--- src/rv_defs.svh ---
`ifndef RV_DEFS_SVH
`define RV_DEFS_SVH

// data path and address width
`define RV_XLEN 32

// architectural integer registers, x0 included
`define RV_REG_COUNT 32

// first fetch address after reset
`define RV_RESET_PC 32'h8000_0000

// sequential pc step, one 32-bit instruction
`define RV_INST_BYTES 4

// major opcodes, bits [6:0] of the instruction
`define RV_OP_IMM 7'b001_0011
`define RV_OP_AUIPC 7'b001_0111
`define RV_OP_LUI 7'b011_0111
`define RV_OP_JAL 7'b110_1111
`define RV_OP_JALR 7'b110_0111
// ecall / ebreak / csr space
`define RV_OP_SYSTEM 7'b111_0011

`endif

--- src/rv_pkg.sv ---
`include "rv_defs.svh"

package rv_pkg;

  // one machine word: instruction, data or address
  typedef logic [`RV_XLEN-1:0] word_t;

  // register index, 5 bits for 32 registers
  typedef logic [$clog2(`RV_REG_COUNT)-1:0] reg_addr_t;

  // opcodes the core acts on
  // anything else decodes to a no-op
  typedef enum logic [6:0] {
    op_imm    = `RV_OP_IMM,
    op_auipc  = `RV_OP_AUIPC,
    op_lui    = `RV_OP_LUI,
    op_jal    = `RV_OP_JAL,
    op_jalr   = `RV_OP_JALR,
    op_system = `RV_OP_SYSTEM
  } opcode_e;

  // run/halt machine in the fetch stage
  typedef enum logic {
    core_run  = 1'b0,
    core_halt = 1'b1
  } core_state_e;

  // adder operand a source
  typedef enum logic [1:0] {
    op_a_rs1  = 2'd0,
    // auipc, jal
    op_a_pc   = 2'd1,
    // lui
    op_a_zero = 2'd2
  } op_a_sel_e;

  // writeback value source
  typedef enum logic {
    wb_sum      = 1'b0,
    // link address for jal / jalr
    wb_pc_plus4 = 1'b1
  } wb_sel_e;

endpackage

--- src/rv_core_top.sv ---
`timescale 1ns/1ps

`include "rv_defs.svh"

module rv_core_top
  import rv_pkg::*;
(
  input  logic      clk,
  input  logic      rst_n,
  input  word_t     inst,
  output word_t     pc,
  output logic      halted,
  output logic      wb_en,
  output reg_addr_t wb_addr,
  output word_t     wb_data
);

  // decode outputs
  reg_addr_t rs1_addr;
  reg_addr_t rd_addr;
  word_t     imm;
  op_a_sel_e op_a_sel;
  wb_sel_e   wb_sel;
  logic      reg_write;
  logic      is_jump;
  logic      is_ebreak;

  // register read / execute
  word_t     rs1_data;
  word_t     jump_target;
  word_t     exe_data;

  // pc and halt state
  rv_fetch_pc u_fetch_pc (
    .clk         (clk),
    .rst_n       (rst_n),
    .is_jump     (is_jump),
    .is_ebreak   (is_ebreak),
    .jump_target (jump_target),
    .pc          (pc),
    .halted      (halted)
  );

  // inst is the word at pc, same cycle
  rv_decode u_decode (
    .inst      (inst),
    .rs1_addr  (rs1_addr),
    .rd_addr   (rd_addr),
    .imm       (imm),
    .op_a_sel  (op_a_sel),
    .wb_sel    (wb_sel),
    .reg_write (reg_write),
    .is_jump   (is_jump),
    .is_ebreak (is_ebreak)
  );

  // halted core commits nothing
  assign wb_en   = reg_write & ~halted;
  assign wb_addr = rd_addr;
  assign wb_data = exe_data;

  rv_regfile u_regfile (
    .clk      (clk),
    .rst_n    (rst_n),
    .rs1_addr (rs1_addr),
    .rs1_data (rs1_data),
    .we       (wb_en),
    .waddr    (rd_addr),
    .wdata    (exe_data)
  );

  rv_execute u_execute (
    .pc          (pc),
    .rs1_data    (rs1_data),
    .imm         (imm),
    .op_a_sel    (op_a_sel),
    .wb_sel      (wb_sel),
    .wb_data     (exe_data),
    .jump_target (jump_target)
  );

endmodule

--- src/rv_decode.sv ---
`timescale 1ns/1ps

`include "rv_defs.svh"

module rv_decode
  import rv_pkg::*;
(
  input  word_t     inst,
  output reg_addr_t rs1_addr,
  output reg_addr_t rd_addr,
  output word_t     imm,
  output op_a_sel_e op_a_sel,
  output wb_sel_e   wb_sel,
  output logic      reg_write,
  output logic      is_jump,
  output logic      is_ebreak
);

  opcode_e     opcode;
  logic [2:0]  funct3;
  word_t       imm_i;
  word_t       imm_u;
  word_t       imm_j;
  logic        writes_rd;

  // fixed field positions
  assign opcode   = opcode_e'(inst[6:0]);
  assign rd_addr  = inst[11:7];
  assign funct3   = inst[14:12];
  assign rs1_addr = inst[19:15];

  // immediates, all sign-extended from inst[31]
  // i type: addi, jalr
  assign imm_i = {{(`RV_XLEN-12){inst[31]}}, inst[31:20]};
  // u type, already placed in the upper 20 bits
  assign imm_u = {inst[31:12], 12'h000};
  // j type, scrambled bits, lsb always zero
  assign imm_j = {{(`RV_XLEN-20){inst[31]}}, inst[19:12], inst[20], inst[30:21], 1'b0};

  // per-opcode control
  always_comb begin
    // no-op defaults: no write, no jump, pc + 4
    imm       = '0;
    op_a_sel  = op_a_rs1;
    wb_sel    = wb_sum;
    writes_rd = 1'b0;
    is_jump   = 1'b0;
    is_ebreak = 1'b0;

    case (opcode)
      op_imm: begin
        // only addi, other funct3 fall to no-op
        if (funct3 == 3'b000) begin
          imm       = imm_i;
          writes_rd = 1'b1;
        end
      end
      op_lui: begin
        // 0 + imm_u
        imm       = imm_u;
        op_a_sel  = op_a_zero;
        writes_rd = 1'b1;
      end
      op_auipc: begin
        imm       = imm_u;
        op_a_sel  = op_a_pc;
        writes_rd = 1'b1;
      end
      op_jal: begin
        // target pc + imm_j, link pc + 4
        imm       = imm_j;
        op_a_sel  = op_a_pc;
        wb_sel    = wb_pc_plus4;
        writes_rd = 1'b1;
        is_jump   = 1'b1;
      end
      op_jalr: begin
        // target rs1 + imm_i, bit 0 dropped in execute
        if (funct3 == 3'b000) begin
          imm       = imm_i;
          op_a_sel  = op_a_rs1;
          wb_sel    = wb_pc_plus4;
          writes_rd = 1'b1;
          is_jump   = 1'b1;
        end
      end
      op_system: begin
        // exact ebreak encoding only, ecall and csr ops are no-ops
        is_ebreak = (inst[31:7] == 25'h000_2000);
      end
      default: begin
        // loads, stores, branches, r type
      end
    endcase
  end

  // writes to x0 are discarded here
  assign reg_write = writes_rd && (rd_addr != '0);

endmodule

--- src/rv_execute.sv ---
`timescale 1ns/1ps

`include "rv_defs.svh"

module rv_execute
  import rv_pkg::*;
(
  input  word_t     pc,
  input  word_t     rs1_data,
  input  word_t     imm,
  input  op_a_sel_e op_a_sel,
  input  wb_sel_e   wb_sel,
  output word_t     wb_data,
  output word_t     jump_target
);

  word_t op_a;
  word_t sum;
  word_t pc_plus4;

  // operand a select
  always_comb begin
    case (op_a_sel)
      op_a_rs1:  op_a = rs1_data;
      op_a_pc:   op_a = pc;
      // lui, and the unused encoding
      default:   op_a = '0;
    endcase
  end

  // the one shared adder
  // addi, lui, auipc result and jal / jalr target
  assign sum = op_a + imm;

  // link address
  assign pc_plus4 = pc + word_t'(`RV_INST_BYTES);

  // bit 0 cleared as jalr requires
  // jal sums are already even
  assign jump_target = {sum[`RV_XLEN-1:1], 1'b0};

  // writeback data select
  always_comb begin
    case (wb_sel)
      wb_pc_plus4: wb_data = pc_plus4;
      default:     wb_data = sum;
    endcase
  end

endmodule

--- src/rv_fetch_pc.sv ---
`timescale 1ns/1ps

`include "rv_defs.svh"

module rv_fetch_pc
  import rv_pkg::*;
(
  input  logic  clk,
  input  logic  rst_n,
  input  logic  is_jump,
  input  logic  is_ebreak,
  input  word_t jump_target,
  output word_t pc,
  output logic  halted
);

  core_state_e state;
  word_t       pc_seq;
  word_t       next_pc;

  // sequential successor
  assign pc_seq = pc + word_t'(`RV_INST_BYTES);

  // jal / jalr redirect, else fall through
  assign next_pc = is_jump ? jump_target : pc_seq;

  assign halted = (state == core_halt);

  // pc register and run/halt state
  // one instruction retires per edge while running
  always_ff @(posedge clk or negedge rst_n) begin
    if (!rst_n) begin
      pc    <= `RV_RESET_PC;
      state <= core_run;
    end else begin
      if (state == core_run) begin
        // the ebreak itself still steps the pc like any no-op
        pc <= next_pc;
        if (is_ebreak) begin
          state <= core_halt;
        end
      end
      // core_halt is sticky, only reset leaves it
    end
  end

  // targets come from decode and execute, keep them word aligned
  a_pc_aligned : assert property (
    @(posedge clk) disable iff (!rst_n)
    !halted |-> (pc[1:0] == 2'b00)
  ) else $error("pc %h not word aligned", pc);

  // once halted nothing may move the pc
  a_pc_hold_halted : assert property (
    @(posedge clk) disable iff (!rst_n)
    halted |=> $stable(pc)
  ) else $error("pc changed while halted");

endmodule

--- src/rv_regfile.sv ---
`timescale 1ns/1ps

`include "rv_defs.svh"

module rv_regfile
  import rv_pkg::*;
(
  input  logic      clk,
  input  logic      rst_n,
  input  reg_addr_t rs1_addr,
  output word_t     rs1_data,
  input  logic      we,
  input  reg_addr_t waddr,
  input  word_t     wdata
);

  // x1..x31, x0 has no storage
  word_t regs [1:`RV_REG_COUNT-1];

  // synchronous write port
  always_ff @(posedge clk or negedge rst_n) begin
    if (!rst_n) begin
      for (int i = 1; i < `RV_REG_COUNT; i++) begin
        regs[i] <= '0;
      end
    end else if (we && (waddr != '0)) begin
      regs[waddr] <= wdata;
    end
  end

  // combinational read, x0 hardwired to zero
  always_comb begin
    if (rs1_addr == '0) begin
      rs1_data = '0;
    end else begin
      rs1_data = regs[rs1_addr];
    end
  end

  // decode masks rd == 0 before the write enable reaches here
  a_no_x0_write : assert property (
    @(posedge clk) disable iff (!rst_n)
    we |-> (waddr != '0)
  ) else $error("write enable asserted for x0");

endmodule

--- config.mk ---
export PLATFORM = sky130hd
export DESIGN_NAME = rv_core_top
export DESIGN_NICKNAME = d
export VERILOG_FILES = /design/src/rv_pkg.sv /design/src/rv_core_top.sv /design/src/rv_decode.sv /design/src/rv_execute.sv /design/src/rv_fetch_pc.sv /design/src/rv_regfile.sv
export VERILOG_INCLUDE_DIRS = /design/src /design/src/src
export SDC_FILE = /design/constraint.sdc
export NUM_CORES = 2
export LEC_CHECK = 0
export BUFFER_PORTS_ARGS = -buffer_cell sky130_fd_sc_hd__buf_2
export CORE_ASPECT_RATIO = 0.9
export CORE_UTILIZATION = 30
export CTS_CLUSTER_DIAMETER = 40
export DETAILED_ROUTE_END_ITERATION = 16
export SLEW_MARGIN = 10
export SYNTH_ARGS = -nofsm -noshare
export SYNTH_HDL_FRONTEND = slang
export SYNTH_SLANG_ARGS = --single-unit
export TNS_END_PERCENT = 5
--- constraint.sdc ---
create_clock -name clk -period 7.9 [get_ports clk]
set_clock_uncertainty 0.15 [all_clocks]
set_input_delay 1.185 -clock clk [delete_from_list [all_inputs] [get_ports clk]]
set_output_delay 1.185 -clock clk [all_outputs]
set_load 0.02 [all_outputs]
==> results.json <==
{
  "cap_violations": 0,
  "ys_async_sr_fraction": 1.00,
  "final-seq-area_sq_um": 25600,
  "cts-buffers-inserted": 147,
  "fin_crit_sh": 0.973,
  "placed_cell_area_sq_um": 51200,
  "netlist_instances": 4560,
  "io_buffers": 103,
  "power_density_nw_per_um2": 231,
  "fin_crit_ps": 7690,
  "routed_via_density": 5.17,
  "coreArea_sq_um": 160000,
  "holdPathStages": 2,
  "die_w_microns": 425,
  "combPwrFrac": 0.060,
  "multi_input_area_sq_um": 20900,
  "seq_power_share": 0.420,
  "hold_start": "u_regfile.regs[409]",
  "critPathArrivalTime_ps": 6350,
  "fillers": 15800,
  "gp_congestion": 0.914,
  "switchingPower_uw": 3180,
  "hold_buffers": 0,
  "avgSynthCellArea_sq_um": 10.6,
  "gr-usage-all-layers": 0.180,
  "outcome": "finished clean",
  "critPathTopFamily": "multiplexers",
  "synth_area_sq_um": 48300,
  "cp_max_fo": 32,
  "wl_mm": 146,
  "fmaxAchievable_ghz": 0.130,
  "cts-root-buf": "clkbuf_16",
  "grt_start_max_net_pins": 174,
  "pre_cts_ws_ps": 315,
  "regToRegSetupSlack_ps": 2460,
  "drive_gt1_frac": 0.204,
  "required_ps": 6570,
  "synth_warnings": 0,
  "clk_pin_slew_ps": 50,
  "hold_viol": 0,
  "pwr-share-clk": 0.520,
  "ys_ff_latch": 1024,
  "syn2layout_area_growth_pct": 16.7,
  "reg2reg_from": "u_regfile.regs[516]",
  "rsz0062_at_grt": "false",
  "grt_antenna_before_repair": 6,
  "hold_class": "flop to flop",
  "setup_viol": 0,
  "power.leakage_uw": 0.0245,
  "grt_pass1_vias": 34300,
  "route.detailed.drc": 0,
  "total_power_uw": 13000,
  "clk_latency_ps": 760,
  "routedWlPerCell_microns": 21.6,
  "post_synth_num_cell_types": 87,
  "tns_ps": 0,
  "clockBufferDepth": 3,
  "htree_levels": 4,
  "path_cells": "buf_8 > buf_4 > mux4_2 > mux4_2 > mux2i_1 > o21ai_0 > ha_1 > nand2_1 > nor2_1 > nand3_1 > a211oi_2 > nor2_1 > o31ai_1 > xor2_1 > a21boi_4 > inv_2 > buf_2",
  "drtIter0Drc": 3310,
  "ys.flop_type": "dfrtp_1",
  "slew_violations": 0,
  "tightest_slew_ps": 1090,
  "synth_nets": 4627,
  "vias": 35000,
  "io_pins": 105,
  "die_height_microns": 382,
  "hpwl_mm": 88.5,
  "r2r_end": "u_regfile.regs[179]",
  "final_net_count": 4603,
  "timing.final.ws_setup_ps": 213,
  "cts.sinks": 1024,
  "cp-start-kind": "input pin",
  "path_buf_inv": 4,
  "cts_resized": 0,
  "p_int_uw": 9800,
  "slowest_stage": "mux4_2",
  "stdcell_area_sq_um": 56300,
  "post_cts_buffers": 0,
  "grt_pass1_wl_mm": 222,
  "synth_edf_count": 0,
  "dr.pass1.iters": 6,
  "initial_core_util": 0.302,
  "path_class": "input pin to primary output",
  "ant_nets": 0,
  "ir_drop_uv": 206,
  "worstRegToRegCells": 15,
  "switching_share": 0.245,
  "crit_path_end_kind": "primary output",
  "grt_overflow": 0,
  "yosysSeqAreaShare": 0.531,
  "slew_headroom": 0.270,
  "num_rows": 139,
  "min_to": "u_regfile.regs[409]",
  "slowest_delay_ps": 560,
  "cts_tree": "done",
  "die-area_sq_um": 162000
}
==> power groups by stage <==
stage	Combinational, uW	Sequential, uW	Clock [uW]
finish	776	5450	6750
global route	846	5460	7090
CTS	787	5450	6860
detailed placement	784	5540	0
global placement	774	5540	0
floorplan	404	5550	0
==> state kept, by name (all words and copies together), names as in the netlist <==
name / count
u_regfile.regs: 992
u_fetch_pc.pc: 31
u_fetch_pc.halted: 1
==> through the flow <==
stage	utilization	instances	hold WS, ps
finish	0.353	6776	319
global route	0.353	6774	338
CTS	0.353	6774	326
detailed placement	0.321	6502	315
global placement	0.321	6502	306
floorplan	-	4560	294
==> synth_stat cells (8+ instances only) <==
| cell | count | area, sq um |
|---|---|---|
| buf_1 | 13 | 48.8 |
| mux2i_1 | 36 | 360 |
| nor2_1 | 277 | 1040 |
| inv_1 | 45 | 169 |
| nor2b_1 | 8 | 50.1 |
| o21ai_1 | 124 | 621 |
| ha_1 | 32 | 400 |
| xnor2_1 | 33 | 289 |
| nor2_2 | 8 | 50.1 |
| o21ai_0 | 753 | 3770 |
| buf_2 | 93 | 465 |
| nand3_1 | 17 | 85.1 |
| nand4_1 | 8 | 50.1 |
| mux4_2 | 285 | 6420 |
| mux2_2 | 33 | 372 |
| clkbuf_1 | 286 | 1070 |
| dfrtp_1 | 1023 | 25600 |
| a21o_1 | 36 | 270 |
| a221o_1 | 10 | 100 |
| nand2_1 | 924 | 3470 |
| buf_4 | 11 | 82.6 |
| clkbuf_2 | 8 | 40.0 |
| and3_1 | 13 | 81.3 |
| nor3_1 | 15 | 75.1 |
| nor4_1 | 9 | 56.3 |
| and2_1 | 15 | 93.8 |
| o21bai_1 | 8 | 60.1 |
| xor2_1 | 22 | 193 |
| a22o_1 | 31 | 272 |
| a21oi_1 | 222 | 1110 |
| a21oi_2 | 35 | 307 |
==> how the worst max path moves through the flow <==
stage	startpoint	end	cells past startpoint
floorplan	inst[15]	wb_data[19]	19
global placement	inst[15]	wb_data[23]	18
detailed placement	inst[15]	wb_data[31]	18
CTS	inst[15]	wb_data[31]	18
global route	inst[15]	wb_data[31]	17
finish	inst[15]	wb_data[31]	17
==> metal layers <==
| layer | vias to the layer above | global-route usage | part of all wire | wire length, microns |
|---|---|---|---|---|
| met2 | 1163 | 0.272 | 0.45 | 65800 |
| met1 | 17600 | 0.250 | 0.44 | 64900 |
| li1 | 16000 | - | - | - |
| met5 | - | 0 | 0 | 0 |
| met4 | 0 | 0.0646 | 0.031 | 4510 |
| met3 | 257 | 0.0432 | 0.076 | 11100 |
==> layout by cell type (no fill, tap or decap), drive strengths merged, types with 12 or more instances in the layout <==
master    count
and2         16
dfrtp      1023
a21o         36
and3         13
mux4        285
ha           32
a22o         31
o21ai       879
mux2         33
a21oi       259
buf         244
nor3         20
mux2i        36
nand2       924
nor4         12
xor2         22
clkbuf      181
clkinvlp     25
bufinv       17
inv          59
nor2        285
clkinv       36
nand3        19
xnor2        34
==> worst register-to-register path: cells and delay by family (launching register included) <==
family | cells | cell delay (ps)
AOI/OAI and AO/OA | 7 | 1770
and+or+nand+nor | 2 | 390
buffers and inverters | 1 | 440
DFF | 1 | 380
muxes | 3 | 1590
adders and majority gates | 1 | 380
xor gates and xnor gates | 1 | 170
==> area by class of cell <==
type / instances / share of cell area
sequential: 1024 / 0.455
multi-input combinational: 3073 / 0.371
clock buffer: 181 / 0.0710
tap: 2115 / 0.0470
timing repair buffer: 244 / 0.0329
clock inverter: 91 / 0.0196
inverter: 46 / 0.00307
antenna: 2 / 0.0000889
==> logic make-up after synthesis <==
logic type / share of synthesized area
simple gates: 0.115
compound gates: 0.146
fa+ha+maj: 0.00871
xor+xnor: 0.0103
buf+inv: 0.0403
flops: 0.531
other cells: 0.0000777
mux: 0.148
Note: power is estimated with default switching activity, not from simulation.
